<file path="src/rv_core_defines.svh">
`ifndef RV_CORE_DEFINES_SVH
`define RV_CORE_DEFINES_SVH

// datapath and register file geometry
`define RV_XLEN     32 // data and address width
`define RV_REG_AW   5  // register index width
`define RV_NUM_REGS 32 // x0 plus 31 writable registers

// the first fetch after reset comes from here
`define RV_RESET_ADDR 32'h0000_0000

// major opcodes the core recognizes, everything else traps
`define RV_OP_OP     7'b0110011 // register-register alu
`define RV_OP_OP_IMM 7'b0010011 // register-immediate alu
`define RV_OP_LUI    7'b0110111
`define RV_OP_AUIPC  7'b0010111
`define RV_OP_SYSTEM 7'b1110011 // only ebreak is kept

// funct3 selects the alu operation for both OP and OP_IMM
`define RV_F3_ADD_SUB 3'b000
`define RV_F3_SLL     3'b001
`define RV_F3_SLT     3'b010
`define RV_F3_SLTU    3'b011
`define RV_F3_XOR     3'b100
`define RV_F3_SRL_SRA 3'b101
`define RV_F3_OR      3'b110
`define RV_F3_AND     3'b111

// funct7 values, the alternate one turns add into sub and srl into sra
`define RV_F7_BASE 7'b0000000
`define RV_F7_ALT  7'b0100000

`define RV_INST_EBREAK 32'h0010_0073 // halts the core when it reaches decode

`endif

</file>
<file path="src/rv_core_pkg.sv">
`include "rv_core_defines.svh"

package rv_core_pkg;

  // one data word, also used for addresses and instruction words
  typedef logic [`RV_XLEN-1:0] word_t;

  typedef logic [`RV_REG_AW-1:0] reg_addr_t; // index into the register file

  // operations the execute stage can perform
  typedef enum logic [3:0] {
    alu_add,
    alu_sub,
    alu_and,
    alu_or,
    alu_xor,
    alu_sll,
    alu_srl,
    alu_sra,
    alu_slt,
    alu_sltu,
    alu_pass_b // operand b straight through, this is how lui gets its result
  } alu_op_t;

  // where operand a comes from
  typedef enum logic [1:0] {
    a_rs1,  // register rs1, possibly forwarded
    a_pc,   // pc of the instruction itself, for auipc
    a_zero  // constant zero
  } a_sel_t;

endpackage

</file>
<file path="src/rv_decoder.sv">
`timescale 1ns/100ps
`include "rv_core_defines.svh"

module rv_decoder (
  input  rv_core_pkg::word_t     i_inst,
  output rv_core_pkg::reg_addr_t o_rs1_addr,
  output rv_core_pkg::reg_addr_t o_rs2_addr,
  output rv_core_pkg::reg_addr_t o_rd_addr,
  output rv_core_pkg::word_t     o_imm,
  output rv_core_pkg::alu_op_t   o_alu_op,
  output rv_core_pkg::a_sel_t    o_a_sel,
  output logic                   o_b_imm,
  output logic                   o_illegal,
  output logic                   o_halt
);

  logic [6:0]             opcode;
  logic [2:0]             funct3;
  logic [6:0]             funct7;
  rv_core_pkg::word_t     imm_i;    // sign extended bits 31:20
  rv_core_pkg::word_t     imm_u;    // upper 20 bits, low 12 zero
  logic                   alt;      // bit 30 picks sub or sra where it matters
  logic                   f7_ok;    // funct7 is legal for this funct3
  rv_core_pkg::alu_op_t   f3_op;    // alu operation implied by funct3

  assign opcode = i_inst[6:0];
  assign funct3 = i_inst[14:12];
  assign funct7 = i_inst[31:25];
  assign imm_i  = {{(`RV_XLEN-12){i_inst[31]}}, i_inst[31:20]};
  assign imm_u  = {i_inst[31:12], 12'b0};

  // for immediates only the shift right uses bit 30, addi with bit 30 set stays an add
  assign alt = i_inst[30] & ((opcode == `RV_OP_OP) | (funct3 == `RV_F3_SRL_SRA));

  // register forms need a clean funct7, immediate forms only check it on shifts
  always_comb begin
    if (opcode == `RV_OP_OP || funct3 == `RV_F3_SLL || funct3 == `RV_F3_SRL_SRA) begin
      f7_ok = (funct7 == `RV_F7_BASE) |
              ((funct7 == `RV_F7_ALT) & (funct3 == `RV_F3_SRL_SRA)) |
              ((funct7 == `RV_F7_ALT) & (funct3 == `RV_F3_ADD_SUB) & (opcode == `RV_OP_OP));
    end else begin
      f7_ok = 1'b1; // the upper bits are just immediate here
    end
  end

  always_comb begin
    case (funct3)
      `RV_F3_ADD_SUB: f3_op = alt ? rv_core_pkg::alu_sub : rv_core_pkg::alu_add;
      `RV_F3_SLL:     f3_op = rv_core_pkg::alu_sll;
      `RV_F3_SLT:     f3_op = rv_core_pkg::alu_slt;
      `RV_F3_SLTU:    f3_op = rv_core_pkg::alu_sltu;
      `RV_F3_XOR:     f3_op = rv_core_pkg::alu_xor;
      `RV_F3_SRL_SRA: f3_op = alt ? rv_core_pkg::alu_sra : rv_core_pkg::alu_srl;
      `RV_F3_OR:      f3_op = rv_core_pkg::alu_or;
      default:        f3_op = rv_core_pkg::alu_and;
    endcase
  end

  always_comb begin
    // defaults describe an instruction that reads and writes nothing
    o_rs1_addr = '0;
    o_rs2_addr = '0;
    o_rd_addr  = '0;
    o_imm      = imm_i;
    o_alu_op   = rv_core_pkg::alu_add;
    o_a_sel    = rv_core_pkg::a_rs1;
    o_b_imm    = 1'b0;
    o_illegal  = 1'b0;
    o_halt     = 1'b0;
    case (opcode)
      `RV_OP_OP: begin
        o_illegal = ~f7_ok;
        if (f7_ok) begin
          o_rs1_addr = i_inst[19:15];
          o_rs2_addr = i_inst[24:20];
          o_rd_addr  = i_inst[11:7];
          o_alu_op   = f3_op;
        end
      end
      `RV_OP_OP_IMM: begin
        o_illegal = ~f7_ok;
        o_b_imm   = 1'b1;
        if (f7_ok) begin
          o_rs1_addr = i_inst[19:15];
          o_rd_addr  = i_inst[11:7];
          o_alu_op   = f3_op; // shifts only look at the low five bits of imm
        end
      end
      `RV_OP_LUI: begin
        o_rd_addr = i_inst[11:7];
        o_imm     = imm_u;
        o_alu_op  = rv_core_pkg::alu_pass_b;
        o_a_sel   = rv_core_pkg::a_zero;
        o_b_imm   = 1'b1;
      end
      `RV_OP_AUIPC: begin
        o_rd_addr = i_inst[11:7];
        o_imm     = imm_u;
        o_a_sel   = rv_core_pkg::a_pc; // pc plus upper immediate
        o_b_imm   = 1'b1;
      end
      `RV_OP_SYSTEM: begin
        o_halt    = (i_inst == `RV_INST_EBREAK);
        o_illegal = (i_inst != `RV_INST_EBREAK); // ecall and csr access trap
      end
      default: o_illegal = 1'b1;
    endcase
  end

endmodule

</file>
<file path="src/rv_regfile.sv">
`timescale 1ns/100ps
`include "rv_core_defines.svh"

module rv_regfile (
  input  logic                   i_clk,
  input  logic                   i_rst,
  input  rv_core_pkg::reg_addr_t i_rs1_addr,
  input  rv_core_pkg::reg_addr_t i_rs2_addr,
  output rv_core_pkg::word_t     o_rs1_data,
  output rv_core_pkg::word_t     o_rs2_data,
  input  logic                   i_rd_wen,
  input  rv_core_pkg::reg_addr_t i_rd_addr,
  input  rv_core_pkg::word_t     i_rd_wdata
);

  // x0 has no storage, only x1 and up are real flops
  rv_core_pkg::word_t regs [1:`RV_NUM_REGS-1];

  always_ff @(posedge i_clk) begin
    if (i_rst) begin
      for (int i = 1; i < `RV_NUM_REGS; i++) begin
        regs[i] <= '0; // every register starts out as zero
      end
    end else if (i_rd_wen && i_rd_addr != '0) begin
      regs[i_rd_addr] <= i_rd_wdata; // writes aimed at x0 fall away here
    end
  end

  // reads are combinational so decode sees the value in the same cycle
  // a write lands at the clock edge and shows up on the next read
  always_comb begin
    o_rs1_data = '0;
    o_rs2_data = '0;
    if (i_rs1_addr != '0) begin
      o_rs1_data = regs[i_rs1_addr];
    end
    if (i_rs2_addr != '0) begin
      o_rs2_data = regs[i_rs2_addr];
    end
  end

endmodule

</file>
<file path="src/rv_execute.sv">
`timescale 1ns/100ps
`include "rv_core_defines.svh"

module rv_execute (
  input  logic                   i_clk,
  input  logic                   i_rst,
  input  logic                   i_valid,
  input  rv_core_pkg::word_t     i_inst,
  input  rv_core_pkg::word_t     i_pc,
  input  rv_core_pkg::reg_addr_t i_rs1_addr,
  input  rv_core_pkg::reg_addr_t i_rs2_addr,
  input  rv_core_pkg::reg_addr_t i_rd_addr,
  input  rv_core_pkg::word_t     i_rs1_data,
  input  rv_core_pkg::word_t     i_rs2_data,
  input  rv_core_pkg::word_t     i_imm,
  input  rv_core_pkg::alu_op_t   i_alu_op,
  input  rv_core_pkg::a_sel_t    i_a_sel,
  input  logic                   i_b_imm,
  input  logic                   i_illegal,
  input  logic                   i_halt,
  output logic                   o_rd_wen,
  output rv_core_pkg::reg_addr_t o_rd_addr,
  output rv_core_pkg::word_t     o_rd_wdata,
  output logic                   o_retire_valid,
  output logic                   o_retire_trap,
  output logic                   o_retire_halt,
  output rv_core_pkg::word_t     o_retire_inst,
  output rv_core_pkg::word_t     o_retire_pc,
  output rv_core_pkg::word_t     o_retire_rd_wdata,
  output rv_core_pkg::reg_addr_t o_retire_rd_waddr
);

  // decode to execute register
  logic                   ex_valid_q;
  logic                   ex_illegal_q;
  logic                   ex_halt_q;
  rv_core_pkg::word_t     ex_inst_q;
  rv_core_pkg::word_t     ex_pc_q;
  rv_core_pkg::reg_addr_t ex_rs1_addr_q;
  rv_core_pkg::reg_addr_t ex_rs2_addr_q;
  rv_core_pkg::reg_addr_t ex_rd_addr_q;
  rv_core_pkg::word_t     ex_rs1_data_q;
  rv_core_pkg::word_t     ex_rs2_data_q;
  rv_core_pkg::word_t     ex_imm_q;
  rv_core_pkg::alu_op_t   ex_alu_op_q;
  rv_core_pkg::a_sel_t    ex_a_sel_q;
  logic                   ex_b_imm_q;

  logic                   fwd_rs1;   // rs1 was written by the instruction that just retired
  logic                   fwd_rs2;
  rv_core_pkg::word_t     rs1_val;
  rv_core_pkg::word_t     rs2_val;
  rv_core_pkg::word_t     op_a;
  rv_core_pkg::word_t     op_b;
  logic [4:0]             shamt;
  rv_core_pkg::word_t     result;

  always_ff @(posedge i_clk) begin
    if (i_rst) begin
      ex_valid_q   <= 1'b0;
      ex_illegal_q <= 1'b0;
      ex_halt_q    <= 1'b0;
    end else begin
      ex_valid_q   <= i_valid;
      ex_illegal_q <= i_illegal;
      ex_halt_q    <= i_halt;
    end
  end

  // payload follows along every cycle, only the valid bit gives it meaning
  always_ff @(posedge i_clk) begin
    ex_inst_q     <= i_inst;
    ex_pc_q       <= i_pc;
    ex_rs1_addr_q <= i_rs1_addr;
    ex_rs2_addr_q <= i_rs2_addr;
    ex_rd_addr_q  <= i_rd_addr;
    ex_rs1_data_q <= i_rs1_data;
    ex_rs2_data_q <= i_rs2_data;
    ex_imm_q      <= i_imm;
    ex_alu_op_q   <= i_alu_op;
    ex_a_sel_q    <= i_a_sel;
    ex_b_imm_q    <= i_b_imm;
  end

  // the regfile read in decode happened one edge before the previous write landed
  // so only the instruction directly ahead can be missing from it
  assign fwd_rs1 = o_retire_valid & (o_retire_rd_waddr != '0) &
                   (o_retire_rd_waddr == ex_rs1_addr_q);
  assign fwd_rs2 = o_retire_valid & (o_retire_rd_waddr != '0) &
                   (o_retire_rd_waddr == ex_rs2_addr_q);
  assign rs1_val = fwd_rs1 ? o_retire_rd_wdata : ex_rs1_data_q;
  assign rs2_val = fwd_rs2 ? o_retire_rd_wdata : ex_rs2_data_q;

  always_comb begin
    case (ex_a_sel_q)
      rv_core_pkg::a_pc:   op_a = ex_pc_q;
      rv_core_pkg::a_zero: op_a = '0;
      default:             op_a = rv_core_pkg::word_t'(rs1_val);
    endcase
  end

  assign op_b  = ex_b_imm_q ? ex_imm_q : rs2_val;
  assign shamt = op_b[4:0]; // shifts use only five bits of the amount

  always_comb begin
    case (ex_alu_op_q)
      rv_core_pkg::alu_add:    result = op_a + op_b;
      rv_core_pkg::alu_sub:    result = op_a - op_b;
      rv_core_pkg::alu_and:    result = op_a & op_b;
      rv_core_pkg::alu_or:     result = op_a | op_b;
      rv_core_pkg::alu_xor:    result = op_a ^ op_b;
      rv_core_pkg::alu_sll:    result = op_a << shamt;
      rv_core_pkg::alu_srl:    result = op_a >> shamt;
      rv_core_pkg::alu_sra:    result = $signed(op_a) >>> shamt;
      rv_core_pkg::alu_slt:    result = {{(`RV_XLEN-1){1'b0}}, $signed(op_a) < $signed(op_b)};
      rv_core_pkg::alu_sltu:   result = {{(`RV_XLEN-1){1'b0}}, op_a < op_b};
      default:                 result = op_b; // pass_b for lui
    endcase
  end

  // illegal words and ebreak carry rd 0 from the decoder, so valid alone gates the write
  assign o_rd_wen   = ex_valid_q;
  assign o_rd_addr  = ex_rd_addr_q;
  assign o_rd_wdata = result;

  always_ff @(posedge i_clk) begin
    if (i_rst) begin
      o_retire_valid <= 1'b0;
      o_retire_trap  <= 1'b0;
      o_retire_halt  <= 1'b0;
    end else begin
      o_retire_valid <= ex_valid_q;
      o_retire_trap  <= ex_valid_q & ex_illegal_q;
      o_retire_halt  <= ex_valid_q & ex_halt_q;
    end
  end

  always_ff @(posedge i_clk) begin
    o_retire_inst     <= ex_inst_q;
    o_retire_pc       <= ex_pc_q;
    o_retire_rd_waddr <= ex_rd_addr_q;
    o_retire_rd_wdata <= result; // also the forwarding source for the next instruction
  end

endmodule

</file>
<file path="src/rv_core.sv">
`timescale 1ns/100ps
`include "rv_core_defines.svh"

module rv_core (
  input  logic                   i_clk,
  input  logic                   i_rst,
  output rv_core_pkg::word_t     o_imem_raddr,
  input  rv_core_pkg::word_t     i_imem_rdata,
  output logic                   o_retire_valid,
  output logic                   o_retire_trap,
  output logic                   o_retire_halt,
  output rv_core_pkg::word_t     o_retire_inst,
  output rv_core_pkg::word_t     o_retire_pc,
  output rv_core_pkg::word_t     o_retire_rd_wdata,
  output rv_core_pkg::reg_addr_t o_retire_rd_waddr
);

  rv_core_pkg::word_t     pc_q;           // address being fetched this cycle
  logic                   fetch_valid_q;  // the word on i_imem_rdata is a real fetch
  logic                   halted_q;
  rv_core_pkg::word_t     fd_pc_q;        // pc of the word now in decode
  logic                   halt_hit;
  logic                   fetch_en;

  rv_core_pkg::reg_addr_t dec_rs1_addr;
  rv_core_pkg::reg_addr_t dec_rs2_addr;
  rv_core_pkg::reg_addr_t dec_rd_addr;
  rv_core_pkg::word_t     dec_imm;
  rv_core_pkg::alu_op_t   dec_alu_op;
  rv_core_pkg::a_sel_t    dec_a_sel;
  logic                   dec_b_imm;
  logic                   dec_illegal;
  logic                   dec_halt;
  rv_core_pkg::word_t     rf_rs1_data;
  rv_core_pkg::word_t     rf_rs2_data;
  logic                   rf_wen;
  rv_core_pkg::reg_addr_t rf_waddr;
  rv_core_pkg::word_t     rf_wdata;

  // ebreak in decode stops fetch, the word behind it is dropped by clearing fetch_valid_q
  assign halt_hit = fetch_valid_q & dec_halt;
  assign fetch_en = ~halted_q & ~halt_hit;

  always_ff @(posedge i_clk) begin
    if (i_rst) begin
      pc_q          <= `RV_RESET_ADDR;
      fetch_valid_q <= 1'b0;
      halted_q      <= 1'b0;
    end else begin
      fetch_valid_q <= fetch_en;
      if (halt_hit) begin
        halted_q <= 1'b1; // only reset brings the core back
      end
      if (fetch_en) begin
        pc_q <= pc_q + rv_core_pkg::word_t'(4);
      end
    end
  end

  // the memory registers the word itself, the pc has to be carried alongside it
  always_ff @(posedge i_clk) begin
    fd_pc_q <= pc_q;
  end

  assign o_imem_raddr = pc_q;

  rv_decoder decoder_inst (
    .i_inst     (i_imem_rdata),
    .o_rs1_addr (dec_rs1_addr),
    .o_rs2_addr (dec_rs2_addr),
    .o_rd_addr  (dec_rd_addr),
    .o_imm      (dec_imm),
    .o_alu_op   (dec_alu_op),
    .o_a_sel    (dec_a_sel),
    .o_b_imm    (dec_b_imm),
    .o_illegal  (dec_illegal),
    .o_halt     (dec_halt)
  );

  // register read happens beside the decoder on the same instruction
  rv_regfile regfile_inst (
    .i_clk      (i_clk),
    .i_rst      (i_rst),
    .i_rs1_addr (dec_rs1_addr),
    .i_rs2_addr (dec_rs2_addr),
    .o_rs1_data (rf_rs1_data),
    .o_rs2_data (rf_rs2_data),
    .i_rd_wen   (rf_wen),
    .i_rd_addr  (rf_waddr),
    .i_rd_wdata (rf_wdata)
  );

  rv_execute execute_inst (
    .i_clk             (i_clk),
    .i_rst             (i_rst),
    .i_valid           (fetch_valid_q),
    .i_inst            (i_imem_rdata),
    .i_pc              (fd_pc_q),
    .i_rs1_addr        (dec_rs1_addr),
    .i_rs2_addr        (dec_rs2_addr),
    .i_rd_addr         (dec_rd_addr),
    .i_rs1_data        (rf_rs1_data),
    .i_rs2_data        (rf_rs2_data),
    .i_imm             (dec_imm),
    .i_alu_op          (dec_alu_op),
    .i_a_sel           (dec_a_sel),
    .i_b_imm           (dec_b_imm),
    .i_illegal         (dec_illegal),
    .i_halt            (dec_halt),
    .o_rd_wen          (rf_wen),
    .o_rd_addr         (rf_waddr),
    .o_rd_wdata        (rf_wdata),
    .o_retire_valid    (o_retire_valid),
    .o_retire_trap     (o_retire_trap),
    .o_retire_halt     (o_retire_halt),
    .o_retire_inst     (o_retire_inst),
    .o_retire_pc       (o_retire_pc),
    .o_retire_rd_wdata (o_retire_rd_wdata),
    .o_retire_rd_waddr (o_retire_rd_waddr)
  );

endmodule

</file>
<file path="config.mk">
export PLATFORM = sky130hd
export DESIGN_NAME = rv_core
export DESIGN_NICKNAME = d
export VERILOG_FILES = /design/src/rv_core_pkg.sv /design/src/rv_decoder.sv /design/src/rv_regfile.sv /design/src/rv_execute.sv /design/src/rv_core.sv
export VERILOG_INCLUDE_DIRS = /design/src /design/src/src
export SDC_FILE = /design/constraint.sdc
export NUM_CORES = 2
export LEC_CHECK = 0
export BUFFER_PORTS_ARGS = -buffer_cell sky130_fd_sc_hd__buf_2
export CAP_MARGIN = 20
export CORE_MARGIN = 4
export CORE_UTILIZATION = 30
export CTS_BUF_LIST = sky130_fd_sc_hd__clkbuf_4 sky130_fd_sc_hd__clkbuf_8
export CTS_CLUSTER_DIAMETER = 100
export DETAILED_ROUTE_END_ITERATION = 8
export PLACE_DENSITY = 0.56
export SLEW_MARGIN = 25
export SYNTH_ARGS = -nofsm -noshare
export SYNTH_HDL_FRONTEND = slang
export SYNTH_SLANG_ARGS = --single-unit
</file>
<file path="constraint.sdc">
create_clock -name i_clk -period 13.4 [get_ports i_clk]
set_input_delay 0 -clock i_clk [delete_from_list [all_inputs] [get_ports i_clk]]
set_output_delay 0 -clock i_clk [all_outputs]
set_load 0.01 [all_outputs]
</file>
==> metrics.cfg <==
[job]
cap_violations = 0

[routing]
num_vias = 67900
viasPerCell = 6.06
drc = 0
wire_per_inst_um = 31.7
drtIter0Drc = 9793
ant_nets = 0
routed_wl_mm = 355
first_pass_iters = 7

[worst_setup_path]
max_stage_delay_ps = 850
worst_ep_arrival_time_ps = 8120
slowest_stage = a221oi_1
r2r_start = execute_inst.o_retire_rd_waddr[4]$_DFF_P_
crit_chain = xnor2_1 > nand4_1 > o21ai_0 > a31o_4 > buf_4 > inv_2 > fa_1 > nand2b_1 > a211oi_1 > or2_2 > a31oi_1 > o31ai_1 > o221ai_1 > a221oi_1 > o21ai_0 > a211oi_4 > buf_4 > nor3_1
cp-start-kind = flip-flop
crit_fanout = 41
critical_path_class = reg -> reg
rr_worst_depth = 18
end_kind = flip-flop
rrSetupSlack_ps = 6040
crit_required_ps = 14160
reg2reg_to = regfile_inst.regs[27][12]$_SDFFCE_PN0P_

[hold_path]
hp-start = i_rst
hold_class = in -> reg
hold_depth = 4
hold_end = o_imem_raddr[31]$_SDFFE_PP0P_

[global_route]
grt.total_usage = 0.266
antenna_found_initial = 34
grt_first_pass_wirelength_mm = 495
first_global_vias = 64300
overflow = 0
grt_start_max_net_pins = 142

[pwr]
leakage_nw = 29.6
vdd_drop_max_uv = 120
power.density_nw_per_um2 = 108
finalPower_mw = 9.11

[final_layout]
layout_common_cells = 1048 x nand2_1, 1024 x edfxtp_1, 904 x nor2_1
syn2layout_area_growth_pct = 13.3
drive_gt1_frac = 0.143
final_nets = 7810
final_common_cell = nand2_1

[synthesis]
syn-cell-area_um2 = 74400
synth_edf_count = 1024
yosys_register_bits = 1370
synth_ff_type = edfxtp_1
synthCells = 7702
postSynth.asyncResetShare = 0
ys_types = 99
syn_area_per_cell_um2 = 9.66
yosysWarnings = 0
synth-seq-area-share = 0.506

[clock_network]
cts_buffer_depth = 3
path_clk_slew_ps = 60
clock_latency_ps = 1060
tritoncts = built
post_cts_resized = 0
htreeDepth = 4
cts-root-buf = clkbuf_8
numCtsBuffers = 229
cts.sink_count = 1370

[sta]
skew_ps = 70.7
slew_violations = 0
setup_tns_ps = 0
hold_viol_final = 0
clock.fmax_ghz = 0.136
fin_crit_ps = 7360
rsz0062_at_grt = no
tightest_slew_ps = 1120
maxSlewHeadroom = 0.243
setup_viol = 0
period_share = 0.549

[floorplanning]
chipHeight_um = 506
die-area_um2 = 256000
placementRows = 182
die_x_um = 506
io_pins = 170
core_um2 = 246000
initial_core_util = 0.302

[place]
port_buffers = 165
dpl.hpwl_mm = 229
gp_congestion = 1.04

[status]
status = finished clean

-- synthesized netlist by cell type, types with 74 or more instances --
master	number	area, µm²
nand2_1	1075	4040
edfxtp_1	1024	30700
nor2_1	914	3430
clkbuf_1	543	2040
nand3_1	424	2120
nor3_1	372	1860
dfxtp_1	346	6930
a21oi_1	321	1610
mux2i_1	317	3170
o221ai_1	283	2480
o21ai_0	236	1180
inv_1	122	458
buf_2	120	601
a31oi_1	119	744
mux2_2	104	1170
ha_1	102	1280
a211oi_1	97	728
and2_1	95	594
and3_1	85	532
mux4_2	78	1760
buf_1	74	278
-- power breakdown --
part	internal [mW]	switching (mW)
Sequential	4.68	0.0715
Combinational	0.163	0.361
Clock	2.01	1.82
Total	6.85	2.26
-- layout make-up --
cell class | count | area, µm²
Clock inverter | 103 | 681
Clock buffer | 321 | 4000
Antenna cell | 18 | 45.0
Fill cell | 24900 | 162000
Inverter | 141 | 548
Tap cell | 3312 | 4140
Timing Repair Buffer | 464 | 3380
Sequential cell | 1370 | 37700
Multi-Input combinational cell | 5466 | 33800
-- per-stage QoR --
step | hold slack, ps | instances | setup slack (ps) | util | area, µm²
floorplan | 27.7 | 7737 | 7190 | - | 74600
global route | 74.1 | 11200 | 5730 | 0.342 | 84300
CTS | 7.77 | 11200 | 6270 | 0.342 | 84300
finish | 76.1 | 11200 | 6040 | 0.342 | 84300
detailed placement | 120 | 10700 | 6280 | 0.320 | 78900
global placement | 119 | 10700 | 6170 | 0.320 | 78900
-- metal layers --
metal	track usage	part of all wire
met4	0.139	0.060
met2	0.412	0.44
met1	0.342	0.38
met3	0.0675	0.12
met5	0	0.00026
-- kinds of logic after synthesis --
group                    share of synthesized area
AND/OR/NAND/NOR                              0.192
flip-flops                                   0.506
XOR/XNOR                                   0.00518
multiplexers                                0.0824
other                                    0.0000504
AO/OA/AOI/OAI                                0.148
adder cells (fa/ha/maj)                     0.0177
buffers and inverters                       0.0491
-- worst max path at each step --
| stage | start | end | cells past startpoint | slack [ps] |
|---|---|---|---|---|
| floorplan | execute_inst.o_retire_rd_waddr[0]$_DFF_P_ | regfile_inst.regs[10][24]$_SDFFCE_PN0P_ | 20 | 7190 |
| global placement | execute_inst.o_retire_rd_waddr[1]$_DFF_P_ | regfile_inst.regs[31][13]$_SDFFCE_PN0P_ | 17 | 6170 |
| detailed placement | execute_inst.o_retire_rd_waddr[1]$_DFF_P_ | regfile_inst.regs[22][12]$_SDFFCE_PN0P_ | 18 | 6280 |
| CTS | execute_inst.o_retire_rd_waddr[1]$_DFF_P_ | regfile_inst.regs[22][12]$_SDFFCE_PN0P_ | 18 | 6270 |
| global route | execute_inst.o_retire_rd_waddr[4]$_DFF_P_ | regfile_inst.regs[12][12]$_SDFFCE_PN0P_ | 18 | 5730 |
| finish | execute_inst.o_retire_rd_waddr[4]$_DFF_P_ | regfile_inst.regs[27][12]$_SDFFCE_PN0P_ | 18 | 6040 |
-- state kept, by name, summed over array words and instances, names as in the netlist, 30 cells and up --
register and flops:
execute_inst.ex_imm_q 32, execute_inst.ex_inst_q 31, execute_inst.ex_pc_q 30, execute_inst.ex_rs1_data_q 32
execute_inst.ex_rs2_data_q 32, execute_inst.o_retire_inst 32, execute_inst.o_retire_pc 30, execute_inst.o_retire_rd_wdata 32
fd_pc_q 30, o_imem_raddr 30, regfile_inst.regs 1024
-- repair_timing --
item / 4_1_cts / 5_1_grt
buffers inserted: 0 / 0
hold buffers: 66 / 0
endpoints found under the setup margin: 0 / 0
hold endpoints to repair: 207 / 0
-- worst max-delay path: cells and delay by family, from the launching register on --
kind	cells	cell delay [ps]
AOI/OAI and AO/OA	9	3930
xor gates and xnor gates	1	280
adders and majority gates	1	450
buffers and inverters	3	1180
DFF	1	360
and+or+nand+nor	4	820
No activity file was read; power rests on OpenSTA's default activity.
